===== src/cd_dma_pkg.sv =====
// DMA engine types: transfer modes, FSM states, configuration and memory request
package cd_dma_pkg;

	// ====================
	// Modes and states

	typedef enum logic [1:0] {
		DMA_COPY_WORD = 2'd0,   // A to B, one word per iteration
		DMA_COPY_BYTE = 2'd1,   // A to B, swapped word then original word
		DMA_FILL      = 2'd2    // Upper half of the value at A
	} dma_mode_e;

	typedef enum logic [2:0] {
		ST_IDLE    = 3'd0,
		ST_START   = 3'd1,   // Base state of the loop
		ST_RD      = 3'd2,
		ST_RD_WAIT = 3'd3,
		ST_RD_DONE = 3'd4,
		ST_WR      = 3'd5,
		ST_WR_DONE = 3'd6,
		ST_DONE    = 3'd7    // End of one iteration
	} dma_state_e;

	// ====================
	// Bundles

	// Count travels beside this struct, its width is a module parameter
	typedef struct packed {
		logic [23:0] addr_a;
		logic [23:0] addr_b;
		logic [31:0] value;
		dma_mode_e   mode;
	} dma_cfg_t;

	typedef struct packed {
		logic        rd;
		logic        wr;
		logic [23:0] addr;    // Byte address, always even
		logic [15:0] wdata;
	} mem_req_t;

endpackage


===== src/cd_regs_pkg.sv =====
// CD system register map, DMA microcode words, upload areas and the CPU write bus
package cd_regs_pkg;

	// ====================
	// Register offsets inside the FF0 page

	localparam logic [11:0] REG_DMA_START = 12'h060;   // Odd byte, bit 6 starts a transfer
	localparam logic [11:0] REG_ADDR_A_HI = 12'h064;
	localparam logic [11:0] REG_ADDR_A_LO = 12'h066;
	localparam logic [11:0] REG_ADDR_B_HI = 12'h068;
	localparam logic [11:0] REG_ADDR_B_LO = 12'h06A;
	localparam logic [11:0] REG_VALUE_HI  = 12'h06C;
	localparam logic [11:0] REG_VALUE_LO  = 12'h06E;
	localparam logic [11:0] REG_COUNT_HI  = 12'h070;
	localparam logic [11:0] REG_COUNT_LO  = 12'h072;
	localparam logic [11:0] REG_MICRO0    = 12'h07E;
	localparam logic [11:0] REG_AREA_SEL  = 12'h104;
	localparam logic [11:0] REG_MAP_SPR   = 12'h120;
	localparam logic [11:0] REG_MAP_PCM   = 12'h122;
	localparam logic [11:0] REG_MAP_Z80   = 12'h126;
	localparam logic [11:0] REG_MAP_FIX   = 12'h128;
	localparam logic [11:0] REG_UNMAP_SPR = 12'h140;
	localparam logic [11:0] REG_UNMAP_PCM = 12'h142;
	localparam logic [11:0] REG_UNMAP_Z80 = 12'h146;
	localparam logic [11:0] REG_UNMAP_FIX = 12'h148;

	// ====================
	// First microcode words, two per mode

	localparam logic [15:0] MC_COPY_WORD_A = 16'hFE6D;
	localparam logic [15:0] MC_COPY_WORD_B = 16'hFE3D;
	localparam logic [15:0] MC_COPY_BYTE_A = 16'hF2DD;
	localparam logic [15:0] MC_COPY_BYTE_B = 16'hE2DD;
	localparam logic [15:0] MC_FILL_A      = 16'hFFCD;
	localparam logic [15:0] MC_FILL_B      = 16'hFFDD;

	localparam logic [11:0] CD_PAGE     = 12'hFF0;   // Address bits 23 to 12
	localparam logic [3:0]  UPLOAD_ZONE = 4'hE;      // Address bits 23 to 20

	// Upload area codes as written to the area select register
	typedef enum logic [2:0] {
		AREA_SPR = 3'd0,
		AREA_PCM = 3'd1,
		AREA_Z80 = 3'd4,
		AREA_FIX = 3'd5
	} area_e;

	typedef struct packed {
		logic        stb;         // One cycle per write
		logic [23:1] addr;        // Word address
		logic        n_uds;       // Upper data strobe, active low
		logic        n_lds;       // Lower data strobe, active low
		logic [15:0] data;
	} cpu_wr_t;

	typedef struct packed {
		logic spr;
		logic pcm;
		logic z80;
		logic fix;
	} area_flags_t;

endpackage


===== src/cd_reg_decode.sv =====
// CD register decoder: loads DMA and upload registers from CPU writes, issues DMA start
`timescale 1ns/1ps

module cd_reg_decode #(
	parameter int COUNT_W = 24   // 17 to 32, high half comes from the high count word
) (
	input  logic                   clk_sys,
	input  logic                   nRESET,
	input  cd_regs_pkg::cpu_wr_t   cpu_wr,
	output cd_dma_pkg::dma_cfg_t   dma_cfg,
	output logic [COUNT_W-1:0]     dma_count,
	output logic                   dma_start,
	output cd_regs_pkg::area_e     area_sel,
	output cd_regs_pkg::area_flags_t map
);

	logic [11:0] offset;
	logic        page_wr;
	logic        word_wr;      // Both strobes low
	logic        low_wr;       // Lower byte strobe low
	logic        start_wr;
	logic        mc_known;
	cd_dma_pkg::dma_mode_e mc_mode;

	logic [23:0] addr_a;
	logic [23:0] addr_b;
	logic [31:0] value;
	logic [15:0] micro0;
	cd_dma_pkg::dma_mode_e mode;

	// ====================
	// Write decode

	assign offset   = {cpu_wr.addr[11:1], 1'b0};
	assign page_wr  = cpu_wr.stb && (cpu_wr.addr[23:12] == cd_regs_pkg::CD_PAGE);
	assign word_wr  = page_wr && !cpu_wr.n_uds && !cpu_wr.n_lds;
	assign low_wr   = page_wr && !cpu_wr.n_lds;
	assign start_wr = page_wr && cpu_wr.n_uds && !cpu_wr.n_lds &&
		(offset == cd_regs_pkg::REG_DMA_START) && cpu_wr.data[6];

	// Mode from the first microcode word
	always_comb
	begin
		mc_known = 1'b1;
		mc_mode  = cd_dma_pkg::DMA_COPY_WORD;
		case (micro0)
			cd_regs_pkg::MC_COPY_WORD_A, cd_regs_pkg::MC_COPY_WORD_B:
				mc_mode = cd_dma_pkg::DMA_COPY_WORD;
			cd_regs_pkg::MC_COPY_BYTE_A, cd_regs_pkg::MC_COPY_BYTE_B:
				mc_mode = cd_dma_pkg::DMA_COPY_BYTE;
			cd_regs_pkg::MC_FILL_A, cd_regs_pkg::MC_FILL_B:
				mc_mode = cd_dma_pkg::DMA_FILL;
			default:
				mc_known = 1'b0;   // Test mode microcode, start is dropped
		endcase
	end

	// ====================
	// Control registers

	always_ff @(posedge clk_sys or negedge nRESET)
	begin
		if (!nRESET)
		begin
			dma_start <= 1'b0;
			area_sel  <= cd_regs_pkg::AREA_SPR;
			map       <= '0;
		end
		else
		begin
			dma_start <= start_wr && mc_known;   // Single cycle pulse
			if (low_wr)
			begin
				case (offset)
					cd_regs_pkg::REG_AREA_SEL:  area_sel <= cd_regs_pkg::area_e'(cpu_wr.data[2:0]);
					cd_regs_pkg::REG_MAP_SPR:   map.spr <= 1'b1;
					cd_regs_pkg::REG_MAP_PCM:   map.pcm <= 1'b1;
					cd_regs_pkg::REG_MAP_Z80:   map.z80 <= 1'b1;
					cd_regs_pkg::REG_MAP_FIX:   map.fix <= 1'b1;
					cd_regs_pkg::REG_UNMAP_SPR: map.spr <= 1'b0;
					cd_regs_pkg::REG_UNMAP_PCM: map.pcm <= 1'b0;
					cd_regs_pkg::REG_UNMAP_Z80: map.z80 <= 1'b0;
					cd_regs_pkg::REG_UNMAP_FIX: map.fix <= 1'b0;
					default: ;
				endcase
			end
		end
	end

	// DMA parameters, split into high and low words
	always_ff @(posedge clk_sys)
	begin
		if (word_wr)
		begin
			case (offset)
				cd_regs_pkg::REG_ADDR_A_HI: addr_a[23:16] <= cpu_wr.data[7:0];
				cd_regs_pkg::REG_ADDR_A_LO: addr_a[15:0]  <= cpu_wr.data;
				cd_regs_pkg::REG_ADDR_B_HI: addr_b[23:16] <= cpu_wr.data[7:0];
				cd_regs_pkg::REG_ADDR_B_LO: addr_b[15:0]  <= cpu_wr.data;
				cd_regs_pkg::REG_VALUE_HI:  value[31:16]  <= cpu_wr.data;
				cd_regs_pkg::REG_VALUE_LO:  value[15:0]   <= cpu_wr.data;
				cd_regs_pkg::REG_COUNT_HI:  dma_count[COUNT_W-1:16] <= cpu_wr.data[COUNT_W-17:0];
				cd_regs_pkg::REG_COUNT_LO:  dma_count[15:0] <= cpu_wr.data;
				cd_regs_pkg::REG_MICRO0:    micro0 <= cpu_wr.data;
				default: ;
			endcase
		end
		if (start_wr && mc_known)
			mode <= mc_mode;
	end

	assign dma_cfg = '{addr_a: addr_a, addr_b: addr_b, value: value, mode: mode};

endmodule


===== src/cd_sys_top.sv =====
// CD system top: register decode, DMA engine and upload router
`timescale 1ns/1ps

module cd_sys_top #(
	parameter int COUNT_W = 24
) (
	input  logic                      clk_sys,
	input  logic                      nRESET,
	input  cd_regs_pkg::cpu_wr_t      cpu_wr,
	input  logic [15:0]               mem_rdata,
	input  logic                      mem_busy,
	output cd_dma_pkg::mem_req_t      mem_req,
	output logic                      dma_running,
	output cd_regs_pkg::area_flags_t  area_wr,
	output logic [15:0]               tr_wr_data,
	output logic [19:1]               tr_wr_addr
);

	cd_dma_pkg::dma_cfg_t      dma_cfg;
	logic [COUNT_W-1:0]        dma_count;
	logic                      dma_start;
	cd_regs_pkg::area_e        area_sel;
	cd_regs_pkg::area_flags_t  map;

	cd_reg_decode #(
		.COUNT_W(COUNT_W)
	) i_cd_reg_decode (
		.clk_sys   (clk_sys),
		.nRESET    (nRESET),
		.cpu_wr    (cpu_wr),
		.dma_cfg   (dma_cfg),
		.dma_count (dma_count),
		.dma_start (dma_start),
		.area_sel  (area_sel),
		.map       (map)
	);

	dma_engine #(
		.COUNT_W(COUNT_W)
	) i_dma_engine (
		.clk_sys     (clk_sys),
		.nRESET      (nRESET),
		.dma_start   (dma_start),
		.dma_cfg     (dma_cfg),
		.dma_count   (dma_count),
		.mem_rdata   (mem_rdata),
		.mem_busy    (mem_busy),
		.mem_req     (mem_req),
		.dma_running (dma_running)
	);

	upload_router i_upload_router (
		.clk_sys     (clk_sys),
		.nRESET      (nRESET),
		.cpu_wr      (cpu_wr),
		.mem_req     (mem_req),
		.dma_running (dma_running),
		.area_sel    (area_sel),
		.map         (map),
		.area_wr     (area_wr),
		.tr_wr_data  (tr_wr_data),
		.tr_wr_addr  (tr_wr_addr)
	);

endmodule


===== src/dma_engine.sv =====
// DMA engine: word copy, byte copy and word fill over a busy-gated memory port
`timescale 1ns/1ps

module dma_engine #(
	parameter int COUNT_W = 24
) (
	input  logic                  clk_sys,
	input  logic                  nRESET,
	input  logic                  dma_start,
	input  cd_dma_pkg::dma_cfg_t  dma_cfg,
	input  logic [COUNT_W-1:0]    dma_count,
	input  logic [15:0]           mem_rdata,
	input  logic                  mem_busy,
	output cd_dma_pkg::mem_req_t  mem_req,
	output logic                  dma_running
);

	cd_dma_pkg::dma_state_e state;
	cd_dma_pkg::dma_state_e state_nx;
	cd_dma_pkg::dma_mode_e  run_mode;   // Held for the whole transfer

	logic [COUNT_W-1:0] count_run;
	logic [1:0]         io_cnt;       // Accesses done in this iteration
	logic               rd;
	logic               wr;
	logic [23:0]        rd_addr;
	logic [23:0]        wr_addr;
	logic [15:0]        rd_data;
	logic [15:0]        wdata;

	logic start_go;
	logic rd_ack;
	logic wr_ack;
	logic ld_word;
	logic ld_swap;

	assign start_go = (state == cd_dma_pkg::ST_IDLE) && dma_start;
	assign rd_ack   = (state == cd_dma_pkg::ST_RD_WAIT) && !mem_busy;
	assign wr_ack   = (state == cd_dma_pkg::ST_WR_DONE) && !mem_busy;

	// ====================
	// Next state

	always_comb
	begin
		state_nx = state;
		ld_word  = 1'b0;
		ld_swap  = 1'b0;
		case (state)
			cd_dma_pkg::ST_IDLE:
				if (dma_start)
					state_nx = cd_dma_pkg::ST_START;
			cd_dma_pkg::ST_START:
			begin
				if (count_run == '0)
					state_nx = cd_dma_pkg::ST_IDLE;   // Transfer finished
				else
				begin
					state_nx = cd_dma_pkg::ST_DONE;
					case (run_mode)
						cd_dma_pkg::DMA_COPY_WORD:
						begin
							if (io_cnt == 2'd0)
								state_nx = cd_dma_pkg::ST_RD;
							else if (io_cnt == 2'd1)
							begin
								ld_word  = 1'b1;
								state_nx = cd_dma_pkg::ST_WR;
							end
						end
						cd_dma_pkg::DMA_COPY_BYTE:
						begin
							if (io_cnt == 2'd0)
								state_nx = cd_dma_pkg::ST_RD;
							else if (io_cnt == 2'd1)
							begin
								ld_swap  = 1'b1;   // Swapped word goes first
								state_nx = cd_dma_pkg::ST_WR;
							end
							else if (io_cnt == 2'd2)
							begin
								ld_word  = 1'b1;
								state_nx = cd_dma_pkg::ST_WR;
							end
						end
						cd_dma_pkg::DMA_FILL:
							if (io_cnt == 2'd0)
								state_nx = cd_dma_pkg::ST_WR;
						default: ;
					endcase
				end
			end
			cd_dma_pkg::ST_RD:      state_nx = cd_dma_pkg::ST_RD_WAIT;
			cd_dma_pkg::ST_RD_WAIT: if (!mem_busy) state_nx = cd_dma_pkg::ST_RD_DONE;
			cd_dma_pkg::ST_RD_DONE: state_nx = cd_dma_pkg::ST_START;
			cd_dma_pkg::ST_WR:      state_nx = cd_dma_pkg::ST_WR_DONE;
			cd_dma_pkg::ST_WR_DONE: if (!mem_busy) state_nx = cd_dma_pkg::ST_START;
			cd_dma_pkg::ST_DONE:    state_nx = cd_dma_pkg::ST_START;
			default:                state_nx = cd_dma_pkg::ST_IDLE;
		endcase
	end

	// ====================
	// Control state

	always_ff @(posedge clk_sys or negedge nRESET)
	begin
		if (!nRESET)
		begin
			state       <= cd_dma_pkg::ST_IDLE;
			dma_running <= 1'b0;
			rd          <= 1'b0;
			wr          <= 1'b0;
			io_cnt      <= 2'd0;
			count_run   <= '0;
		end
		else
		begin
			state <= state_nx;
			if (start_go)
				dma_running <= 1'b1;
			else if (state == cd_dma_pkg::ST_START && state_nx == cd_dma_pkg::ST_IDLE)
				dma_running <= 1'b0;

			// Requests hold until the memory is not busy
			if (state == cd_dma_pkg::ST_RD)
				rd <= 1'b1;
			else if (rd_ack)
				rd <= 1'b0;
			if (state == cd_dma_pkg::ST_WR)
				wr <= 1'b1;
			else if (wr_ack)
				wr <= 1'b0;

			if (start_go || state == cd_dma_pkg::ST_DONE)
				io_cnt <= 2'd0;
			else if (state == cd_dma_pkg::ST_RD_DONE || wr_ack)
				io_cnt <= io_cnt + 2'd1;

			if (start_go)
				count_run <= dma_count;
			else if (state == cd_dma_pkg::ST_DONE)
				count_run <= count_run - 1'b1;
		end
	end

	// Addresses and data
	always_ff @(posedge clk_sys)
	begin
		if (start_go)
		begin
			run_mode <= dma_cfg.mode;
			rd_addr  <= dma_cfg.addr_a;
			wr_addr  <= (dma_cfg.mode == cd_dma_pkg::DMA_FILL) ? dma_cfg.addr_a : dma_cfg.addr_b;
			wdata    <= dma_cfg.value[31:16];   // Fill word, lower half unused
		end
		if (state == cd_dma_pkg::ST_RD_DONE)
		begin
			rd_data <= mem_rdata;
			rd_addr <= rd_addr + 24'd2;
		end
		if (wr_ack)
			wr_addr <= wr_addr + 24'd2;
		if (ld_word)
			wdata <= rd_data;
		else if (ld_swap)
			wdata <= {rd_data[7:0], rd_data[15:8]};
	end

	assign mem_req = '{rd: rd, wr: wr, addr: rd ? rd_addr : wr_addr, wdata: wdata};

endmodule


===== src/upload_router.sv =====
// Upload router: latches CPU upload writes and gates area write strobes by the map flags
`timescale 1ns/1ps

module upload_router (
	input  logic                      clk_sys,
	input  logic                      nRESET,
	input  cd_regs_pkg::cpu_wr_t      cpu_wr,
	input  cd_dma_pkg::mem_req_t      mem_req,
	input  logic                      dma_running,
	input  cd_regs_pkg::area_e        area_sel,
	input  cd_regs_pkg::area_flags_t  map,
	output cd_regs_pkg::area_flags_t  area_wr,
	output logic [15:0]               tr_wr_data,
	output logic [19:1]               tr_wr_addr
);

	cd_regs_pkg::area_flags_t gated;     // Selected area, if mapped
	cd_regs_pkg::area_flags_t cpu_area;
	logic cpu_e_wr;
	logic dma_e_wr;

	always_comb
	begin
		gated.spr = (area_sel == cd_regs_pkg::AREA_SPR) && map.spr;
		gated.pcm = (area_sel == cd_regs_pkg::AREA_PCM) && map.pcm;
		gated.z80 = (area_sel == cd_regs_pkg::AREA_Z80) && map.z80;
		gated.fix = (area_sel == cd_regs_pkg::AREA_FIX) && map.fix;
	end

	assign cpu_e_wr = cpu_wr.stb && !dma_running && !(cpu_wr.n_uds && cpu_wr.n_lds) &&
		(cpu_wr.addr[23:20] == cd_regs_pkg::UPLOAD_ZONE);
	assign dma_e_wr = dma_running && mem_req.wr &&
		(mem_req.addr[23:20] == cd_regs_pkg::UPLOAD_ZONE);

	always_ff @(posedge clk_sys or negedge nRESET)
	begin
		if (!nRESET)
			cpu_area <= '0;
		else
			cpu_area <= cpu_e_wr ? gated : '0;   // One cycle strobe
	end

	always_ff @(posedge clk_sys)
	begin
		if (cpu_e_wr)
		begin
			tr_wr_data <= cpu_wr.data;
			tr_wr_addr <= cpu_wr.addr[19:1];
		end
	end

	// DMA strobes follow the write request directly
	assign area_wr = cpu_area | (dma_e_wr ? gated : '0);

endmodule


===== config.mk =====
export PLATFORM = sky130hd
export DESIGN_NAME = cd_sys_top
export DESIGN_NICKNAME = d
export VERILOG_FILES = /design/src/cd_dma_pkg.sv /design/src/cd_regs_pkg.sv /design/src/cd_reg_decode.sv /design/src/cd_sys_top.sv /design/src/dma_engine.sv /design/src/upload_router.sv
export SDC_FILE = /design/constraint.sdc
export NUM_CORES = 1
export LEC_CHECK = 0
export ABC_AREA = 1
export BUFFER_PORTS_ARGS = -buffer_cell sky130_fd_sc_hd__buf_2
export CAP_MARGIN = 30
export CORE_UTILIZATION = 59
export CTS_CLUSTER_DIAMETER = 30
export CTS_CLUSTER_SIZE = 40
export DETAILED_ROUTE_END_ITERATION = 8
export GPL_TIMING_DRIVEN = 1
export HOLD_SLACK_MARGIN = 0.02
export PLACE_DENSITY_LB_ADDON = 0.1
export REMOVE_ABC_BUFFERS = 1
export SLEW_MARGIN = 25
export SYNTH_ARGS = -nofsm -noshare
export SYNTH_HDL_FRONTEND = slang
export SYNTH_SLANG_ARGS = --single-unit

===== constraint.sdc =====
create_clock -name clk_sys -period 3.5 [get_ports clk_sys]
set_input_delay 0.35 -clock clk_sys [delete_from_list [all_inputs] [get_ports clk_sys]]
set_output_delay 0.35 -clock clk_sys [all_outputs]
set_load 0.03 [all_outputs]

Word-level counts from Yosys, hierarchy flattened:

Index checks and enable logic that the tools add are counted.
W data, S select, Z words.

* output and inout bits: 82
* bits in writable memories: 0
* word-level logic and storage cells: 194
* memories kept: 0
* latch bits: 0
* input port bits: 61
* ROM bits: 0
* flip-flop bits (word level): 267

* equality and inequality tests: 42
* mux-type cells: 50
* bitwise operators: 1
* $lt $le $gt $ge: 0
* reduce and logical (&&, ||, !) cells: 65
* $add $sub $neg: 4
* $mul: 0
* shifts and indexed selects: 0
* divide/modulo/power cells: 0

Operator list (count)
* $mux W24: 8
* $eq A11 B6 Y1 const B: 9
* $eq A11 B8 Y1 const B: 9
* $eq A16 B16 Y1 const B: 6
* $add A24 B2 Y24 const B: 2
* $mux W16: 3
* $reduce_and A2 Y1: 13
* $logic_not A24 Y1: 1
* $sub A24 B1 Y24 const B: 1
* $logic_and A1 B1 Y1: 23
* $reduce_bool A2 Y1: 11
* $mux W3: 7
* $pmux W3 S7: 1
* $eq A3 B3 Y1 const B: 6
* $mux W1: 17
* $eq A12 B12 Y1 const B: 1
* $mux W2: 5
* $pmux W1 S2: 5
* $logic_not A3 Y1: 3
* $pmux W3 S3: 1
* $eq A4 B4 Y1 const B: 2
* $mux W4: 2
* $eq A2 B2 Y1 const B: 3
* $eq A3 B1 Y1 const B: 2
* 11 further kinds: 21

Logic depth before layout (Yosys ltp):

Gate-level depths: netlist of run 1.

* depth after elaboration: 11
* gate-level depth with buffers: 11
* depth with buffers taken out: 11

Cells and area by module:

Synthesis of run 1 repeated with hierarchy kept, for this count alone.

* cells, all modules: 1388
* area total of the unflattened synthesis: 13455.4 µm²

Modules (own cells, without submodules)
* dma_engine: seq. area each 3263.1 µm², cells each 1026, area each 7556.0 µm², times used 1
* cd_reg_decode: seq. area each 3863.7 µm², cells each 274, area each 4506.8 µm², times used 1
* upload_router: seq. area each 1151.1 µm², cells each 88, area each 1392.6 µm², times used 1

Worst setup path before layout of run 1:

No wires, ideal clock.

* kind: input-to-reg
* start: input port cpu_wr[39] (netlist bit)
* end: register i_cd_reg_decode.addr_b[0], enable pin
* buffers on the path: 0
* library setup time: 0.413 ns
* arrival: 2.369 ns
* stages on the path: 4
* slack: 0.718 ns
* required time: 3.087 ns
* cell sequence: nand4_1 > nor3_2 > nand3_1 > nor3b_1

* longest elaborated chain between the ends: 5

Ends and longest elaborated chain
* start, declared: line cd_sys_top.sv:9 `input cd_regs_pkg::cpu_wr_t cpu_wr,`
* $eq A12 B12 Y1: line cd_reg_decode.sv:35 `assign page_wr = cpu_wr.stb && (cpu_wr.addr[23:12] == cd_regs_pkg::CD_PAGE);`
* $logic_and A1 B1 Y1: line cd_reg_decode.sv:35
* $logic_and A1 B1 Y1 (2 in a row): line cd_reg_decode.sv:36 `assign word_wr = page_wr && !cpu_wr.n_uds && !cpu_wr.n_lds;`
* $reduce_and A2 Y1 (no line)
* end signal, assigned: line cd_reg_decode.sv:99 `cd_regs_pkg::REG_ADDR_B_LO: addr_b[15:0] <= cpu_wr.data;`
* end, declared: line cd_reg_decode.sv:26 `logic [23:0] addr_b;`

No other way between the ends.
A chain may end at the register's enable or synchronous reset.

==> flow_summary.toml, run 1 <==
[cells_and_area]
stdcell_count = 1814
final_layout_size_suffix_gt1_share_pct = 18.2
area.sequential_sq_mm = 0.00780
multi_input_area_sq_mm = 0.00409
fill_cells = 1431
fin_nets = 1567
fin_util_pct = 74.5
layout_stage_area_growth_over_the_synthesis_result_pct = 24.1
antennaDiodeCount = 0
layout.cell_area.non_filler_sq_mm = 0.0157

[timing]
achievable-frequency_mhz = 339
timing.final.crit_share_pct = 84.2
worst_pin_slew_ps = 859
final_hold_viol_count = 0
final-setup-viol-count = 0
clock-skew-final_ps = 33.4
timing.final.ws_setup_ps = 554
report.final.slew_viol_count = 0
slew-limit-headroom_pct = 42.6
rsz0062_at_grt = "false"
period_needed_ps = 2950
post_route_hold_slack_ps = 42.9
tns_ps = 0

[synthesis]
yosysWarnings = 0
seq_area_frac_synth_pct = 61.8
synth.top_cell.area_share_pct = 53.0
synth_enable_flop_cells = 223
ys_async_sr_fraction_pct = 16.5
synth-main-ff-cell = "sky130_fd_sc_hd__edfxtp_1"
synth_area_per_cell_sq_um = 9.77
ys_types = 44
synthTopCellsByArea = "sky130_fd_sc_hd__edfxtp_1 (53%), sky130_fd_sc_hd__nand2_1 (11%), sky130_fd_sc_hd__dfrtp_1 (8.7%)"
synth_top_cell_by_area = "sky130_fd_sc_hd__edfxtp_1"
number_of_synthesized_register_bits = 267
synthesis.instances = 1292
netlist_area_sq_mm = 0.0126

[power_and_ir_drop]
power.total_mw = 10.8
cellPowerDensity_mw_per_mm2 = 692
power.static_leakage_nw = 6.69
power.ir.vdd_worst_mv = 0.455

[clock_network]
postCtsSetupBuffers = 0
clock-sinks = 267
hold_buffers = 31
postCtsResizedCells = 0
number_of_levels_the_h_tree_was_split_into = 2
insertion_delay_ps = 550
cts-buffers-inserted = 49
cts_tree = "yes"
clk_pin_slew_worst_paths_ps = 50
clk_root_buffer_cell = "sky130_fd_sc_hd__clkbuf_16"
ctsLongestPathBuffers = 3

[route]
route.layer.met1.wl_mm = 13.9
met3_length_mm = 3.06
detailroute.wirelength.met2_mm = 15.6
route.final.wire_length_mm = 33.5
antenna_left = 0
route.detailed.drc = 0
routedWlPerCell_microns = 18.4
drt-initial-drc-count = 848
dr_total_vias = 10000
firstDrtPassIters = 6
routed_via_density = 5.54
highest-signal-layer = "met4"

[critical_path]
critPathCaptureType = "output port"
ordered_list_of_cells_on_the_worst_path = "buf_4, nand2_1, o21ai_0, nand4_1, o21bai_1, buf_2"
cp.arrival_ps = 2600
critical_path_class = "reg -> out"
cpLargestDelayFamily = "flip-flops"
timing.critical_path.from_type = "flip-flop"
critical_path.n_buffers_inverters = 2
critical_path.max_stage_delay_ps = 590
critical_path_peak_fanout = 18
critPathRequiredTime_ps = 3150
cpMaxStageDelayCell = "sky130_fd_sc_hd__dfrtp_1"

[flow_run]
maxCapViolations = 0

[global_routing]
grt_pass1_vias = 9857
antenna_found_initial = 0
largest_net_degree_at_the_start_of_global_routing = 45
gr-usage-all-layers_pct = 31.4
grt_pass1_wl_mm = 52.2
grt_overflow = 0

[place]
post_dp_cell_area_sq_mm = 0.0136
dp_hpwl_mm = 22.0
dpl.cell_count = 1692
io_buffers = 142
dp_slack_ps = 966
place.gp.congestion = 0.936

[worst_hold_path]
min-delay-path-class = "in -> reg"

[die]
overall_die_height_microns = 148
floorplan.die.width_microns = 148
design.portCount = 143
coreArea_sq_mm = 0.0210
num_rows = 53
design.die.area_sq_mm = 0.0220
initial_core_util_pct = 60.0

[status]
run_status = "complete, no violations"
[layout by cell type (no fill, tap or decap), types with 3 or more instances in the layout]
cell	instances
sky130_fd_sc_hd__nand2_1	365
sky130_fd_sc_hd__edfxtp_1	223
sky130_fd_sc_hd__nor2_1	144
sky130_fd_sc_hd__buf_2	141
sky130_fd_sc_hd__inv_1	136
sky130_fd_sc_hd__nand3_1	96
sky130_fd_sc_hd__o21ai_0	69
sky130_fd_sc_hd__clkbuf_16	50
sky130_fd_sc_hd__dfrtp_1	44
sky130_fd_sc_hd__dlygate4sd3_1	31
sky130_fd_sc_hd__xor2_1	26
sky130_fd_sc_hd__nand3b_1	22
sky130_fd_sc_hd__buf_4	20
sky130_fd_sc_hd__nand4_1	18
sky130_fd_sc_hd__nor3_1	16
sky130_fd_sc_hd__a21oi_1	9
sky130_fd_sc_hd__mux2_2	9
sky130_fd_sc_hd__xnor2_1	8
sky130_fd_sc_hd__clkinv_4	8
sky130_fd_sc_hd__inv_6	8
sky130_fd_sc_hd__o211ai_1	7
sky130_fd_sc_hd__ha_1	7
sky130_fd_sc_hd__a31oi_1	6
sky130_fd_sc_hd__o22ai_1	6
sky130_fd_sc_hd__bufinv_16	6
sky130_fd_sc_hd__clkinvlp_4	6
sky130_fd_sc_hd__nand2_2	5
sky130_fd_sc_hd__o21bai_1	4
sky130_fd_sc_hd__nor2_2	4
sky130_fd_sc_hd__clkinv_1	4
sky130_fd_sc_hd__nor2_4	3
sky130_fd_sc_hd__o31ai_1	3
sky130_fd_sc_hd__a211oi_1	3
sky130_fd_sc_hd__or2_2	3
sky130_fd_sc_hd__clkbuf_1	3
[metal layers]
metal,track usage [%],up-vias
met5,0,-
met4,10.6,0
met3,6.90,70
met2,50.6,491
met1,42.3,4736
li1,-,4749
[final timing paths]
| path | depth (start not counted) | from | endpoint | slack (ps) |
|---|---|---|---|---|
| max | 6 | i_dma_engine.rd$_DFFE_PN0P_ | area_wr[1] | 550 |
| min | 1 | cpu_wr[23] | i_upload_router.tr_wr_addr[6]$_DFFE_PP_ | 40 |
| max reg2reg | 8 | i_dma_engine.count_run[0]$_DFFE_PN0P_ | i_dma_engine.wdata[0]$_DFFE_PP_ | 990 |
| min reg2reg | 0 | i_cd_reg_decode.mode[0]$_DFFE_PP_ | i_dma_engine.run_mode[0]$_DFFE_PP_ | 460 |
| max in group asynchronous | 2 | nRESET | i_dma_engine.state[1]$_DFF_PN0_ | 2690 |
| min in group asynchronous | 2 | nRESET | i_cd_reg_decode.map[3]$_DFFE_PN0P_ | 370 |
[cell type report]
class	instances	area share [%]
Sequential cell	267	49.8
Multi-Input combinational cell	849	26.1
Clock buffer	54	8.15
Timing Repair Buffer	194	7.71
Inverter	138	3.31
Clock inverter	37	2.77
Tap cell	275	2.20
[Yosys cell counts, drive strengths merged, types with 2 or more instances]
cell	instances
nand4	18
mux2	9
o21ai	71
dfrtp	44
buf	25
nand2	371
xor2	26
o21bai	4
o31ai	3
a31oi	6
nor3	19
ha	7
nand3	97
o22ai	6
nor3b	2
edfxtp	223
or2	3
o211ai	7
a21oi	9
inv	138
xnor2	8
nor2	151
and3	2
a211oi	3
clkbuf	13
nand3b	22
a21boi	2
[state kept, by name, indices dropped and copies added, names as in the netlist, 2 cells and up]
| signal | flops |
|---|---|
| i_upload_router.tr_wr_data | 16 |
| i_dma_engine.state | 3 |
| i_dma_engine.rd_addr | 24 |
| i_upload_router.cpu_area | 4 |
| i_cd_reg_decode.map | 4 |
| i_cd_reg_decode.micro0 | 16 |
| i_dma_engine.run_mode | 2 |
| i_dma_engine.count_run | 24 |
| i_dma_engine.rd_data | 16 |
| i_cd_reg_decode.value | 16 |
| i_upload_router.tr_wr_addr | 19 |
| i_cd_reg_decode.area_sel | 3 |
| i_cd_reg_decode.dma_count | 24 |
| i_cd_reg_decode.mode | 2 |
| i_dma_engine.io_cnt | 2 |
| i_cd_reg_decode.addr_a | 24 |
| i_dma_engine.wdata | 16 |
| i_dma_engine.wr_addr | 24 |
| i_cd_reg_decode.addr_b | 24 |
[logic make-up after synthesis]
logic type | synth area share [%]
DFF | 61.8
and+or+nand+nor | 23.3
AOI/OAI and AO/OA | 5.06
adders and majority gates | 0.694
buffers and inverters | 5.98
xor gates and xnor gates | 2.36
muxes | 0.803
[report_power, final]
part	total (mW)	internal (mW)	leakage, nW	switching [mW]
clock	4.81	3.12	0.816	1.68
combinational	1.98	0.596	3.33	1.39
sequential	4.06	3.77	2.55	0.282
total	10.8	7.49	6.69	3.35
No activity file was read; power rests on OpenSTA's default activity.
==> run 2, diff against run 1 <==
--- a/config.mk
+++ b/config.mk
@@ -8,7 +8,7 @@
 export ABC_AREA = 1
 export BUFFER_PORTS_ARGS = -buffer_cell sky130_fd_sc_hd__buf_2
 export CAP_MARGIN = 30
-export CORE_UTILIZATION = 59
+export CORE_UTILIZATION = 53
 export CTS_CLUSTER_DIAMETER = 30
 export CTS_CLUSTER_SIZE = 40
 export DETAILED_ROUTE_END_ITERATION = 8
==> constraint.sdc (replaced) <==
create_clock -name clk_sys -period 2.5 [get_ports clk_sys]
set_input_delay 0.25 -clock clk_sys [delete_from_list [all_inputs] [get_ports clk_sys]]
set_output_delay 0.25 -clock clk_sys [all_outputs]
set_load 0.03 [all_outputs]
==> run 2 against run 1 <==
Effect of this change: worst setup slack lost 390 ps; die area rose by 11%; combinational power grew 39%; total power is 40% higher; critical path depth is 1 higher; first-iteration DRC count fell by 13%; highest routed layer unchanged; cell count up 3.9%; largest power group unchanged; global-route usage fell by 3.6 points; worst hold slack worse by 4.7 ps.
==> flow_summary.toml, run 2 (synthesized netlist as in run 1, its figures left out) <==
[clock_network]
number_of_levels_the_h_tree_was_split_into = 2
postCtsSetupBuffers = 0
cts_tree = "yes"
cts-buffers-inserted = 54
clk_root_buffer_cell = "sky130_fd_sc_hd__clkbuf_16"
insertion_delay_ps = 560
ctsLongestPathBuffers = 3
clock-sinks = 267
clk_pin_slew_worst_paths_ps = 50

[die]
num_rows = 56
floorplan.die.width_microns = 156
design.portCount = 143
design.die.area_sq_mm = 0.0244
initial_core_util_pct = 53.9
overall_die_height_microns = 156
coreArea_sq_mm = 0.0234

[route]
firstDrtPassIters = 5
dr_total_vias = 9964
drt-initial-drc-count = 734
route.final.wire_length_mm = 32.8
antenna_left = 0
routedWlPerCell_microns = 17.4
routed_via_density = 5.29
route.detailed.drc = 0

[cells_and_area]
fin_nets = 1593
antennaDiodeCount = 0
layout_stage_area_growth_over_the_synthesis_result_pct = 26.2
fill_cells = 1843
final_cell_mix = "sky130_fd_sc_hd__nand2_1 (365), sky130_fd_sc_hd__edfxtp_1 (223), sky130_fd_sc_hd__nor2_1 (144)"
layout.cells.most_common = "sky130_fd_sc_hd__nand2_1"
multi_input_area_sq_mm = 0.00409
final_layout_size_suffix_gt1_share_pct = 18.8
area.sequential_sq_mm = 0.00780

[place]
dp_hpwl_mm = 22.6
io_buffers = 142
place.gp.congestion = 0.935

[global_routing]
gr-usage-all-layers_pct = 27.8
grt_overflow = 0
grt_pass1_wl_mm = 51.1
antenna_found_initial = 0
grt_pass1_vias = 9497
largest_net_degree_at_the_start_of_global_routing = 34

[timing]
final-setup-viol-count = 0
period_needed_ps = 2340
achievable-frequency_mhz = 428
final_hold_viol_count = 0
post_route_hold_slack_ps = 38.2
report.final.slew_viol_count = 0
worst_pin_slew_ps = 668
rsz0062_at_grt = "false"
clock-skew-final_ps = 26.4
timing.final.crit_share_pct = 93.5
slew-limit-headroom_pct = 55.4

[worst_hold_path]
min-delay-path-class = "in -> reg"
worstHoldEndpoint = "i_cd_reg_decode.dma_count[13]$_DFFE_PP_"
min_path_cells = 1
worst_hold_startpoint = "cpu_wr[13]"

[critical_path]
regToRegStartpoint = "i_dma_engine.count_run[0]$_DFFE_PN0P_"
cp.arrival_ps = 2090
capturing_point_of_the_worst_reg2reg_path = "i_dma_engine.wdata[12]$_DFFE_PP_"
critPathRequiredTime_ps = 2250
timing.critical_path.from_type = "flip-flop"
critical_path_peak_fanout = 4
number_of_cell_instances_on_the_worst_register_to_register_path = 8
critPathCaptureType = "output port"
critical_path_class = "reg -> out"
r2r_slack_ps = 290

[power_and_ir_drop]
cellPowerDensity_mw_per_mm2 = 953
power.total_mw = 15.2
power.static_leakage_nw = 6.81
power.ir.vdd_worst_mv = 0.714

[flow_run]
maxCapViolations = 0

[status]
run_status = "complete, no violations"
-- run 2: worst max-delay path by stage --
stage               slack [ps]                                  to                                  start
finish                     160                          area_wr[2]     i_dma_engine.wr_addr[20]$_DFFE_PP_
global route                80                          area_wr[0]     i_dma_engine.wr_addr[20]$_DFFE_PP_
CTS                          4                          area_wr[2]     i_dma_engine.wr_addr[20]$_DFFE_PP_
detailed placement         310     i_dma_engine.wdata[2]$_DFFE_PP_  i_dma_engine.count_run[0]$_DFFE_PN0P_
global placement           360     i_dma_engine.wdata[7]$_DFFE_PP_  i_dma_engine.count_run[0]$_DFFE_PN0P_
floorplan                 -350  i_dma_engine.wr_addr[10]$_DFFE_PP_        i_dma_engine.state[1]$_DFF_PN0_
-- run 2: per-layer routing --
metal,up-vias,wire [microns],global-route usage [%],part of all wire (%)
li1,4813,-,-,-
met1,4682,14700,40.0,45
met2,412,14600,42.1,45
met3,57,2720,5.98,8.3
met4,0,765,8.64,2.3
met5,-,0,0,0
-- run 2: repair_timing --
item,CTS,global route
hold buffers,39,0
endpoints found under the hold margin,77,0
setup endpoints to repair,4,4
pin swaps,1,1
resized for setup,4,2
-- run 2: per-stage QoR --
step / setup WS, ps / area (sq um) / std cells / util, % / TNS (ps)
after floorplan: -354 / 12400 / 1254 / - / -28580
after global placement: 355 / 13800 / 1749 / 58.8 / 0
after detailed placement: 306 / 13800 / 1749 / 58.8 / 0
after CTS: 3.86 / 15900 / 1885 / 68.0 / 0
after global routing: 79.3 / 15900 / 1885 / 68.0 / 0
final: 162 / 15900 / 1885 / 68.0 / 0
-- run 2: layout make-up --
cell class,count,area share (%)
clock buffers,64,8.98
clock inverters,33,2.02
inverters,138,3.25
multi-input cells,849,25.7
flip-flops and latches,267,49.0
well taps,319,2.51
repair buffers,215,8.56
-- run 2: worst max-delay path: stages, from the launching register on --
cell	delay [ps]
sky130_fd_sc_hd__edfxtp_1	400
sky130_fd_sc_hd__inv_1	150
sky130_fd_sc_hd__o21ai_1	120
sky130_fd_sc_hd__nor3_2	160
sky130_fd_sc_hd__nand4_1	160
sky130_fd_sc_hd__buf_4	210
sky130_fd_sc_hd__o21bai_1	130
sky130_fd_sc_hd__clkbuf_4	210
-- run 2: report_power, final --
group	total [mW]	switching, mW	internal [mW]
clock network	6.77	2.30	4.47
logic	2.75	1.90	0.851
registers	5.66	0.365	5.29
total	15.2	4.57	10.6
